`config.mk`:
```
export PLATFORM = sky130hd
export DESIGN_NAME = shooter_top
export DESIGN_NICKNAME = d
export VERILOG_FILES = /design/src/hdl/game_pkg.sv /design/src/hdl/screen_pkg.sv /design/src/hdl/game_fsm.sv /design/src/hdl/gun_ctrl.sv /design/src/hdl/obstacle_row.sv /design/src/hdl/pixel_mux.sv /design/src/hdl/score_counter.sv /design/src/hdl/shooter_top.sv
export SDC_FILE = /design/constraint.sdc
export NUM_CORES = 1
export LEC_CHECK = 0
export BUFFER_PORTS_ARGS = -buffer_cell sky130_fd_sc_hd__buf_4
export CAP_MARGIN = 0
export CORE_ASPECT_RATIO = 1.4
export CORE_UTILIZATION = 33
export CTS_BUF_LIST = sky130_fd_sc_hd__clkbuf_4 sky130_fd_sc_hd__clkbuf_8
export CTS_CLUSTER_DIAMETER = 100
export DETAILED_ROUTE_END_ITERATION = 16
export GPL_TIMING_DRIVEN = 0
export PLACE_DENSITY = 0.55
export SKIP_CTS_REPAIR_TIMING = 1
export SYNTH_ARGS = -nofsm -noshare
export SYNTH_HDL_FRONTEND = slang
export SYNTH_SLANG_ARGS = --single-unit
```
`constraint.sdc`:
```
create_clock -name clk -period 5.8 [get_ports clk]
set_input_delay 0.29 -clock clk [delete_from_list [all_inputs] [get_ports clk]]
set_output_delay 0.29 -clock clk [all_outputs]
set_load 0.01 [all_outputs]
```
`src/hdl/game_pkg.sv`:
```
`default_nettype none

package game_pkg;

    typedef logic [4:0] key_t;

    // held levels on key_i
    localparam key_t KEY_RIGHT = 5'h11;
    localparam key_t KEY_LEFT  = 5'h13;

    // one-cycle codes on key_pulse_i
    localparam key_t KEY_FIRE  = 5'h15;
    localparam key_t KEY_START = 5'h10;

    typedef enum logic [1:0] {
        ST_NEWGAME = 2'd0,
        ST_PLAY    = 2'd1,
        ST_NEWGUN  = 2'd2,
        ST_OVER    = 2'd3
    } game_state_t;

    typedef logic [1:0] lives_t;
    localparam lives_t LIVES_START = 2'd3;

    typedef logic [3:0] bcd_t;      // one decimal digit

endpackage

`default_nettype wire

```
`src/hdl/screen_pkg.sv`:
```
`default_nettype none

package screen_pkg;

    typedef logic [9:0] coord_t;    // raster coordinate
    typedef logic [2:0] rgb_t;      // r, g, b

    // visible raster
    localparam int MAX_X = 640;
    localparam int MAX_Y = 480;

    // gun box, parked in the middle of the bottom row
    localparam int GUN_W   = 50;
    localparam int GUN_Y_T = 420;
    localparam int GUN_Y_B = 470;
    localparam int GUN_X0  = (MAX_X - GUN_W) / 2;   // 295

    localparam int SHOT_SIZE = 6;   // square shot

    // obstacle row
    localparam int OBS_SIZE  = 30;
    localparam int OBS_X0    = 20;
    localparam int OBS_PITCH = 64;
    localparam int OBS_Y     = 150;

    localparam rgb_t RGB_BLACK = 3'b000;
    localparam rgb_t RGB_BLUE  = 3'b001;
    localparam rgb_t RGB_RED   = 3'b100;
    localparam rgb_t RGB_WHITE = 3'b111;

    // left edge of obstacle i
    function automatic int obs_left(input int i);
        return OBS_X0 + i * OBS_PITCH;
    endfunction

endpackage

`default_nettype wire

```
`src/hdl/game_fsm.sv`:
```
`default_nettype none

module game_fsm
    import screen_pkg::*;
    import game_pkg::*;
(
    input  logic   clk,
    input  logic   rst,
    input  coord_t x_i,
    input  coord_t y_i,
    input  key_t   key_pulse_i,
    input  logic   miss_i,
    output logic   move_o,
    output logic   park_o,
    output logic   restore_o,
    output lives_t lives_o,
    output logic   game_over_o
);

    game_state_t state_q, state_d;
    lives_t      lives_q, lives_d;
    logic        tick;
    logic        start;

    // last visible pixel marks the end of a frame
    assign tick  = (x_i == coord_t'(MAX_X - 1)) && (y_i == coord_t'(MAX_Y - 1));
    assign start = (key_pulse_i == KEY_START);

    //////////////////////////////////////////////////////////////////////
    // next state
    always_comb begin
        state_d = state_q;
        lives_d = lives_q;
        case (state_q)
            ST_NEWGAME: begin
                if (start) begin
                    state_d = ST_PLAY;
                    lives_d = LIVES_START;
                end
            end
            ST_PLAY: begin
                if (miss_i) begin
                    lives_d = lives_t'(lives_q - 2'd1);
                    state_d = (lives_q == 2'd1) ? ST_OVER : ST_NEWGUN; // last life gone
                end
            end
            ST_NEWGUN: if (start) state_d = ST_PLAY;
            ST_OVER: begin
                if (start) begin
                    state_d = ST_NEWGAME;
                    lives_d = LIVES_START;  // refill for the next game
                end
            end
            default: state_d = ST_NEWGAME;
        endcase
    end

    always_ff @(posedge clk or posedge rst) begin
        if (rst) begin
            state_q <= ST_NEWGAME;
            lives_q <= LIVES_START;
        end else begin
            state_q <= state_d;
            lives_q <= lives_d;
        end
    end

    // strobes for the data path
    assign move_o      = tick && (state_q == ST_PLAY);
    assign park_o      = (state_q != ST_PLAY);
    assign restore_o   = (state_q == ST_NEWGAME);
    assign lives_o     = lives_q;
    assign game_over_o = (state_q == ST_OVER);

endmodule

`default_nettype wire

```
`src/hdl/gun_ctrl.sv`:
```
`default_nettype none

module gun_ctrl
    import screen_pkg::*;
    import game_pkg::*;
#(
    parameter int GUN_V  = 4,
    parameter int SHOT_V = 7
) (
    input  logic   clk,
    input  logic   rst,
    input  logic   move_i,
    input  logic   park_i,
    input  logic   hit_i,
    input  key_t   key_i,
    input  key_t   key_pulse_i,
    output coord_t gun_x_o,
    output coord_t shot_x_o,
    output coord_t shot_y_o,
    output logic   shot_active_o,
    output logic   miss_o
);

    localparam coord_t SHOT_DX = coord_t'(GUN_W / 2 - 3);       // launch offset from gun left
    localparam coord_t SHOT_Y0 = coord_t'(GUN_Y_T - SHOT_SIZE); // just above the gun
    localparam coord_t GUN_R_LIM = coord_t'(MAX_X - GUN_W - GUN_V);

    coord_t gun_x_q;
    coord_t shot_x_q;
    coord_t shot_y_q;
    logic   shot_act_q;
    logic   fire_q;
    logic   at_top;

    assign at_top = shot_act_q && (shot_y_q < coord_t'(SHOT_V));
    assign miss_o = move_i && at_top && !hit_i;     // a hit takes precedence

    //////////////////////////////////////////////////////////////////////
    // gun position, fire latch, shot state
    always_ff @(posedge clk or posedge rst) begin
        if (rst) begin
            gun_x_q    <= coord_t'(GUN_X0);
            shot_act_q <= 1'b0;
            fire_q     <= 1'b0;
        end else if (park_i) begin
            gun_x_q    <= coord_t'(GUN_X0);
            shot_act_q <= 1'b0;
            fire_q     <= 1'b0;
        end else begin
            if (key_pulse_i == KEY_FIRE && !shot_act_q)
                fire_q <= 1'b1;                     // dropped while in flight
            if (move_i) begin
                if (shot_act_q) begin
                    if (hit_i || at_top)
                        shot_act_q <= 1'b0;
                end else if (fire_q) begin
                    shot_act_q <= 1'b1;
                    fire_q     <= 1'b0;
                end
                if (key_i == KEY_RIGHT && gun_x_q <= GUN_R_LIM)
                    gun_x_q <= gun_x_q + coord_t'(GUN_V);
                else if (key_i == KEY_LEFT && gun_x_q >= coord_t'(GUN_V))
                    gun_x_q <= gun_x_q - coord_t'(GUN_V);
            end
        end
    end

    // shot position, only meaningful while active
    always_ff @(posedge clk) begin
        if (move_i) begin
            if (shot_act_q) begin
                shot_y_q <= shot_y_q - coord_t'(SHOT_V);
            end else begin
                shot_x_q <= gun_x_q + SHOT_DX;      // gun before this frame's move
                shot_y_q <= SHOT_Y0;
            end
        end
    end

    assign gun_x_o       = gun_x_q;
    assign shot_x_o      = shot_x_q;
    assign shot_y_o      = shot_y_q;
    assign shot_active_o = shot_act_q;

endmodule

`default_nettype wire

```
`src/hdl/obstacle_row.sv`:
```
`default_nettype none

module obstacle_row
    import screen_pkg::*;
#(
    parameter int NUM_OBS = 10
) (
    input  logic               clk,
    input  logic               rst,
    input  logic               move_i,
    input  logic               restore_i,
    input  coord_t             shot_x_i,
    input  coord_t             shot_y_i,
    input  logic               shot_active_i,
    output logic [NUM_OBS-1:0] alive_o,
    output logic               hit_o
);

    logic [NUM_OBS-1:0] alive_q;
    logic [NUM_OBS-1:0] hit_vec;    // one-hot, lowest index wins

    //////////////////////////////////////////////////////////////////////
    // shot box against each live obstacle box
    always_comb begin
        int   sx;
        int   sy;
        int   ol;
        logic found;
        hit_vec = '0;
        found   = 1'b0;
        sx      = int'(shot_x_i);
        sy      = int'(shot_y_i);
        for (int i = 0; i < NUM_OBS; i++) begin
            ol = obs_left(i);
            if (!found && shot_active_i && alive_q[i]
                && sx <= ol + OBS_SIZE - 1 && sx + SHOT_SIZE - 1 >= ol
                && sy <= OBS_Y + OBS_SIZE - 1 && sy + SHOT_SIZE - 1 >= OBS_Y) begin
                hit_vec[i] = 1'b1;
                found      = 1'b1;
            end
        end
    end

    assign hit_o = move_i && (|hit_vec);

    always_ff @(posedge clk or posedge rst) begin
        if (rst) begin
            alive_q <= '1;
        end else if (restore_i || alive_q == '0) begin
            alive_q <= '1;                  // new game or row cleared
        end else if (hit_o) begin
            alive_q <= alive_q & ~hit_vec;
        end
    end

    assign alive_o = alive_q;

endmodule

`default_nettype wire

```
`src/hdl/pixel_mux.sv`:
```
`default_nettype none

module pixel_mux
    import screen_pkg::*;
#(
    parameter int NUM_OBS = 10
) (
    input  logic               clk,
    input  logic               rst,
    input  coord_t             x_i,
    input  coord_t             y_i,
    input  coord_t             gun_x_i,
    input  coord_t             shot_x_i,
    input  coord_t             shot_y_i,
    input  logic               shot_active_i,
    input  logic [NUM_OBS-1:0] alive_i,
    output rgb_t               rgb_o
);

    logic shot_on;
    logic gun_on;
    logic obs_on;

    assign shot_on = shot_active_i
                     && x_i >= shot_x_i && x_i <= shot_x_i + coord_t'(SHOT_SIZE - 1)
                     && y_i >= shot_y_i && y_i <= shot_y_i + coord_t'(SHOT_SIZE - 1);

    assign gun_on = x_i >= gun_x_i && x_i <= gun_x_i + coord_t'(GUN_W - 1)
                    && y_i >= coord_t'(GUN_Y_T) && y_i <= coord_t'(GUN_Y_B);

    always_comb begin
        int px;
        int py;
        int ol;
        px     = int'(x_i);
        py     = int'(y_i);
        obs_on = 1'b0;
        for (int i = 0; i < NUM_OBS; i++) begin
            ol = obs_left(i);
            if (alive_i[i] && px >= ol && px <= ol + OBS_SIZE - 1
                && py >= OBS_Y && py <= OBS_Y + OBS_SIZE - 1)
                obs_on = 1'b1;
        end
    end

    // shot over gun over obstacles
    always_ff @(posedge clk or posedge rst) begin
        if (rst)          rgb_o <= RGB_BLACK;
        else if (shot_on) rgb_o <= RGB_RED;
        else if (gun_on)  rgb_o <= RGB_WHITE;
        else if (obs_on)  rgb_o <= RGB_BLUE;
        else              rgb_o <= RGB_BLACK;
    end

endmodule

`default_nettype wire

```
`src/hdl/score_counter.sv`:
```
`default_nettype none

module score_counter
    import game_pkg::*;
(
    input  logic       clk,
    input  logic       rst,
    input  logic       clear_i,
    input  logic       inc_i,
    output bcd_t [1:0] score_o      // [1] tens, [0] units
);

    always_ff @(posedge clk or posedge rst) begin
        if (rst) begin
            score_o <= '0;
        end else if (clear_i) begin
            score_o <= '0;
        end else if (inc_i) begin
            if (score_o[0] == 4'd9) begin
                score_o[0] <= 4'd0;             // carry into tens
                if (score_o[1] == 4'd9) begin
                    score_o[1] <= 4'd0;         // 99 wraps to 00
                end else begin
                    score_o[1] <= bcd_t'(score_o[1] + 4'd1);
                end
            end else begin
                score_o[0] <= bcd_t'(score_o[0] + 4'd1);
            end
        end
    end

endmodule

`default_nettype wire

```
`src/hdl/shooter_top.sv`:
```
`default_nettype none

module shooter_top
    import screen_pkg::*;
    import game_pkg::*;
#(
    parameter int NUM_OBS = 10,
    parameter int GUN_V   = 4,
    parameter int SHOT_V  = 7
) (
    input  logic       clk,
    input  logic       rst,
    input  coord_t     x_i,
    input  coord_t     y_i,
    input  key_t       key_i,
    input  key_t       key_pulse_i,
    output rgb_t       rgb_o,
    output bcd_t [1:0] score_o,
    output lives_t     lives_o,
    output logic       game_over_o
);

    logic               move, park, restore;
    logic               miss, hit;
    coord_t             gun_x, shot_x, shot_y;
    logic               shot_active;
    logic [NUM_OBS-1:0] alive;

    //////////////////////////////////////////////////////////////////////
    // control
    game_fsm u_fsm (
        .clk, .rst, .x_i, .y_i, .key_pulse_i,
        .miss_i      (miss),
        .move_o      (move),
        .park_o      (park),
        .restore_o   (restore),
        .lives_o, .game_over_o
    );

    score_counter u_score (
        .clk, .rst,
        .clear_i (restore),
        .inc_i   (hit),
        .score_o
    );

    //////////////////////////////////////////////////////////////////////
    // data path
    gun_ctrl #(.GUN_V(GUN_V), .SHOT_V(SHOT_V)) u_gun (
        .clk, .rst,
        .move_i (move), .park_i (park), .hit_i (hit),
        .key_i, .key_pulse_i,
        .gun_x_o (gun_x), .shot_x_o (shot_x), .shot_y_o (shot_y),
        .shot_active_o (shot_active), .miss_o (miss)
    );

    obstacle_row #(.NUM_OBS(NUM_OBS)) u_obs (
        .clk, .rst,
        .move_i (move), .restore_i (restore),
        .shot_x_i (shot_x), .shot_y_i (shot_y), .shot_active_i (shot_active),
        .alive_o (alive), .hit_o (hit)
    );

    pixel_mux #(.NUM_OBS(NUM_OBS)) u_pix (
        .clk, .rst, .x_i, .y_i,
        .gun_x_i (gun_x), .shot_x_i (shot_x), .shot_y_i (shot_y),
        .shot_active_i (shot_active), .alive_i (alive),
        .rgb_o
    );

endmodule

`default_nettype wire

```
==> impl_metrics.toml, run 1 <==
[status]
status = "completed"

[sta]
clock_skew_ns = 0.0178
finalHoldViolations = 0
tightest_slew_ns = 1.38
max-slew-margin-rel_pct = 7.84
rsz0062_at_grt = "false"
finalCritPeriodShare_pct = 86.0
slew_violations = 0
final-setup-viol-count = 0
setup_tns_ns = 0
timing.fmax_ghz = 0.200
hold-worst-slack_ns = 0.106
min_period_ns = 4.99

[power]
power.total_mw = 1.02
peakVddDrop_uv = 247
p_seq_share_pct = 44.3
power_switching_mw = 0.355
powerDensity_nw_per_um2 = 139
leakagePower_nw = 3.00
combPwrFrac_pct = 32.4
p_sw_share_pct = 34.7
p_int_mw = 0.669
clockPowerShare_pct = 23.2

[clocking]
htreeDepth = 2
clockBufferDepth = 2
cts_tree = "built"
cts-root-buf = "clkbuf_8"
cts_buffers = 5
clkSinkCount = 56
clock_latency_ns = 0.33
clk_pin_slew_ns = 0.11

[synthesis]
avgSynthCellArea_um2 = 8.38
yosys-top-cells-count = "ha_1, nand2_1, nor2_1, xnor2_1, inv_1"
yosys_warnings = 0
ys.flop_type = "edfxtp_1"
synthCells = 792
synth_top_cell_area_share_pct = 17.2
synth_fp_nets = 915
synth_top_cell_by_area = "ha_1"
synth_seq_cells = 56
synth_area_um2 = 6640
yosys-top-cells-area = "ha_1, edfxtp_1, dfrtp_1, xnor2_1, dfstp_2"
synth_edf_count = 20
synthArstFlopShare_pct = 64.3
synth_cell_types = 88
synth_most_common_cell = "ha_1"
seq_area_frac_synth_pct = 22.9

[worst_setup_path]
r2r_setup_slack_ns = 0.81
path_delay_family = "compound AO/OA/AOI/OAI gates"
cpPeakStageDelay_ns = 0.72
required_ns = 6.06
r2r_start = "u_gun.shot_x_o[1]$_DFFE_PP_"
end_kind = "flop"
critical_path.cell_chain = "inv_1 > ha_1 > buf_2 > and4b_1 > nand3_1 > and3_1 > nor4_1 > ha_1 > inv_1 > a311oi_2 > o21ai_2 > a32oi_1 > o211ai_2 > a2111oi_4 > o21bai_2 > a211o_1 > a22oi_1"
crit_type = "flop to flop"
start_kind = "flop"
slowest_stage = "a2111oi_4"
path_buf_inv = 3
crit_arrival_ns = 5.24
critical_path.max_fanout = 11
critPathLaunch = "u_gun.shot_x_o[1]$_DFFE_PP_"

[cells_and_area]
drive_above_1_share_pct = 13.0
nets = 968
areaGrowthSynthToFinish_pct = 11.4
design_area_um2 = 7390
fin_util_pct = 37.4
diodes = 0

[die]
die_w_um = 122
die_area_um2 = 20700
io_pins = 46
start_util_pct = 33.6
die_y_um = 170
coreArea_um2 = 19800
row_count = 61

[route]
via_per_inst = 5.62
wl_met2_um = 9940
drt_iter0_markers = 314
drc = 0
antenna_left = 0
dr.pass1.iters = 4
dr.max_layer_used = "met4"
met3WireLength_um = 677
wl_um = 19300
vias = 6169
wl_met1_um = 8230
wl_per_cell_um = 17.6

[placed_design]
place_area_um2 = 7290
dp_hpwl_um = 15500
port_buffers = 45
place_congestion = 0.835

[global_routing]
grtUsageTotal_pct = 19.2
antenna_found_initial = 0
first_global_vias = 6178
grt_max_degree = 37
grt_pass1_wl_um = 31500
gr-total-overflow = 0

[flow_run]
cap_violations = 0

[worst_hold_path]
hold_class = "input pin to asynchronous set/reset pin"
registers in the layout (all words and copies together) (netlist names):
| name | count |
|---|---|
| u_gun.shot_x_o | 10 |
| u_gun.shot_y_o | 10 |
| u_obs.alive_o | 10 |
| u_gun.gun_x_o | 9 |
| u_score.score_o | 8 |
| u_pix.rgb_o | 3 |
| u_fsm.lives_o | 2 |
| u_fsm.state_q | 2 |
| u_gun.fire_q | 1 |
| u_gun.shot_active_o | 1 |
cells by family after synthesis:
kind of cell               share of synthesized area [%]
and+or+nand+nor                                     21.1
AOI/OAI and AO/OA                                   24.3
adders and majority gates                           17.2
buffers and inverters                               4.73
xor gates and xnor gates                            8.26
DFF                                                 22.9
muxes                                               1.57
path summary, 6_finish.rpt:
path | to | cells after the start
worst max-delay path | u_fsm.lives_o[1]$_DFFE_PP1P_ | 17
max in group asynchronous | u_pix.rgb_o[2]$_DFF_PP0_ | 2
worst min register to register | u_fsm.lives_o[0]$_DFFE_PP1P_ | 1
worst max register to register | u_fsm.lives_o[1]$_DFFE_PP1P_ | 17
worst min-delay path | u_score.score_o[5]$_DFFE_PP0P_ | 2
min in group clk | u_gun.fire_q$_DFF_PP0_ | 5
placed cells by master (no fill, tap or decap), types with 9 or more instances in the layout:
master	instances
ha_1	91
nand2_1	73
nor2_1	60
xnor2_1	53
buf_4	47
inv_1	46
a21oi_1	43
o21ai_0	37
nor3_1	31
o21a_1	28
dfrtp_1	20
edfxtp_1	20
nand3_1	18
clkbuf_1	17
nand4_1	16
dfstp_2	16
a21o_1	12
o211ai_1	12
o31ai_1	9
nand2b_1	9
a31oi_1	9
through the flow:
stage | setup slack (ns) | instances
detailed placement | 0.833 | 1089
global placement | 0.911 | 1089
finish | 0.812 | 1098
global route | 0.459 | 1098
floorplan | 1.82 | 792
CTS | 0.845 | 1097
metal layers:
metal,vias to the layer above,GRT usage (%)
met4,0,6.28
met1,2958,22.6
met2,148,36.0
met5,-,0
met3,26,1.65
li1,3037,-
layout make-up:
cell class                 count  area, um^2
multi-input combinational    660        4800
timing repair buffer          46         345
sequential                    56        1520
fill                        2049       12400
tap                          252         315
inverter                      50         188
clock inverter                 2        12.5
buffer                        26         126
clock buffer                   6        82.6
power groups by stage:
stage          Combinational (mW)  Sequential, mW  Clock (mW)
2_1_floorplan               0.216           0.461           0
3_3_place_gp                0.330           0.462           0
3_5_place_dp                0.336           0.462           0
4_1_cts                     0.337           0.454       0.246
5_1_grt                     0.376           0.458       0.263
6_report                    0.332           0.454       0.238
No activity file was read; power rests on OpenSTA's default activity.
==> inputs of run 2 (changes only) <==
Settings changed: CORE_MARGIN set to 3, PLACE_DENSITY 0.55 to 0.57.
Clock period 5.8 ns to 4.2 ns, I/O delays scaled along.
==> run 2 against run 1 <==
Net effect: first-iteration DRC count decreased by 14%; utilization is 2.5 points higher; critical path depth grew 2; flip-flop and latch count is the same; final cell count grew 2.2%; total power grew 39%; final area is 5.3% higher; sequential power increased by 38%; critical endpoint unchanged; via count rose by 0.70%; wire length is 0.33% lower; non-clock buffer count up 28.
==> impl_metrics.toml, run 2 (synthesis gave the netlist of run 1 again) <==
[global_routing]
antenna_found_initial = 0
grtUsageTotal_pct = 17.1
grt_pass1_wl_um = 31300
grt_max_degree = 37
first_global_vias = 6240
top_usage_layer = "met2"
gr-total-overflow = 0
grtUsageMet2_pct = 31.8
grt_use_met1_pct = 20.6
use_met3_pct = 1.85

[worst_setup_path]
start_kind = "flop"
critical_path.max_fanout = 8
critical_path.cell_chain = "buf_6 > inv_2 > ha_2 > buf_6 > and4b_2 > nand3_2 > and3_1 > nor4_2 > ha_1 > inv_2 > a311oi_4 > o21ai_4 > a32oi_2 > o211ai_2 > a2111oi_4 > buf_6 > o21bai_4 > a211o_1 > a22oi_2"
end_kind = "flop"
slowest_stage = "edfxtp_1"
cpMostUsedCell = "buf_6"
crit_arrival_ns = 4.29
required_ns = 4.45
crit_type = "flop to flop"
cpPeakStageDelay_ns = 0.43

[die]
row_count = 60
die_y_um = 174
die_w_um = 126
die_area_um2 = 21900
start_util_pct = 34.0
io_pins = 46
coreArea_um2 = 19500

[clocking]
htreeDepth = 2
clockBufferDepth = 2
cts_buffers = 5
cts-root-buf = "clkbuf_8"
cts_tree = "built"
clock_latency_ns = 0.32
clkSinkCount = 56
clk_pin_slew_ns = 0.10

[sta]
min_period_ns = 4.04
clock_skew_ns = 0.0128
hold-worst-slack_ns = 0.0519
tightest_slew_ns = 0.875
setup_tns_ns = 0
finalWorstSetupSlack_ns = 0.160
slew_violations = 0
finalHoldViolations = 0
timing.fmax_ghz = 0.248
final-setup-viol-count = 0
finalCritPeriodShare_pct = 96.2
max-slew-margin-rel_pct = 41.6

[cells_and_area]
layout_commonest_cell = "ha_1"
fin_cells = 1122
n_fill_cell = 2013
nets = 996
final_cell_mix = "ha_1, buf_4, nand2_1, nor2_1, xnor2_1"
diodes = 0
drive_above_1_share_pct = 19.0
areaGrowthSynthToFinish_pct = 17.3

[power]
power.total_mw = 1.42
leakagePower_nw = 3.17
powerDensity_nw_per_um2 = 183
peakVddDrop_uv = 202

[placed_design]
port_buffers = 45
place_congestion = 0.864
pre_cts_ws_ns = -0.584
dp_hpwl_um = 15300
placed_cells = 1086

[route]
vias = 6212
via_per_inst = 5.54
wl_um = 19200
antenna_left = 0
wl_per_cell_um = 17.2
drt_iter0_markers = 270
dr.pass1.iters = 5
drc = 0

[flow_run]
cap_violations = 0

[status]
status = "completed"

[worst_hold_path]
hold_class = "input pin to asynchronous set/reset pin"
==> run 2: cell types whose count changed in the layout (fill, tap and decap cells not counted), moves of 2 or more <==
cell      delta
a211oi_1     -2
nand3_1      -3
nor2_1       -3
nor3_1       -2
inv_2        +4
a21oi_2      +2
a211oi_2     +2
nor2_2       +3
inv_4        -2
inv_1        -4
a21oi_1      -2
nand3_2      +3
buf_4       +30
==> run 2: critical path: cells and delay by family, from the launching register on <==
family,cells,cell delay [ns]
DFF,1,0.43
adders and majority gates,2,0.49
buffers and inverters,5,0.64
and+or+nand+nor,4,0.59
AOI/OAI and AO/OA,8,1.82
==> run 2: layer usage <==
metal / share of wire [%] / wire [um]
met2: 52 / 9970
met4: 2.5 / 483
met5: 0 / 0
met1: 42 / 8140
met3: 3.4 / 647
==> run 2: final cells by class <==
cell class	count	area, um^2	area share, %
Multi-Input combinational cell	660	4970	63.9
Clock buffer	8	97.6	1.25
Buffer	24	118	1.51
Inverter	50	188	2.41
Timing Repair Buffer	76	574	7.38
Tap cell	248	310	3.99
Sequential cell	56	1520	19.5
==> run 2: power breakdown <==
group	switching, mW	internal [mW]	total (mW)	leakage, nW
combinational	0.274	0.191	0.466	2.50
sequential	0.0245	0.603	0.627	0.616
clock	0.180	0.148	0.328	0.0523
==> run 2: final timing paths <==
check	start	to	slack (ns)	depth (start not counted)
worst max-delay path	u_gun.shot_x_o[2]$_DFFE_PP_	u_fsm.lives_o[1]$_DFFE_PP1P_	0.16	19
worst min-delay path	rst	u_score.score_o[5]$_DFFE_PP0P_	0.05	2
worst max register to register	u_gun.shot_x_o[2]$_DFFE_PP_	u_fsm.lives_o[1]$_DFFE_PP1P_	0.16	19
worst min register to register	u_fsm.lives_o[0]$_DFFE_PP1P_	u_fsm.lives_o[0]$_DFFE_PP1P_	0.51	1
max in group asynchronous	rst	u_pix.rgb_o[2]$_DFF_PP0_	3.61	2
min in group clk	key_pulse_i[0]	u_gun.fire_q$_DFF_PP0_	0.30	5
==> run 2: metrics by stage <==
step | utilization (%) | instance area (um^2)
final | 39.9 | 7780
after global routing | 39.9 | 7780
after CTS | 37.9 | 7390
after detailed placement | 37.4 | 7290
after global placement | 37.3 | 7280
after floorplan | - | 6640
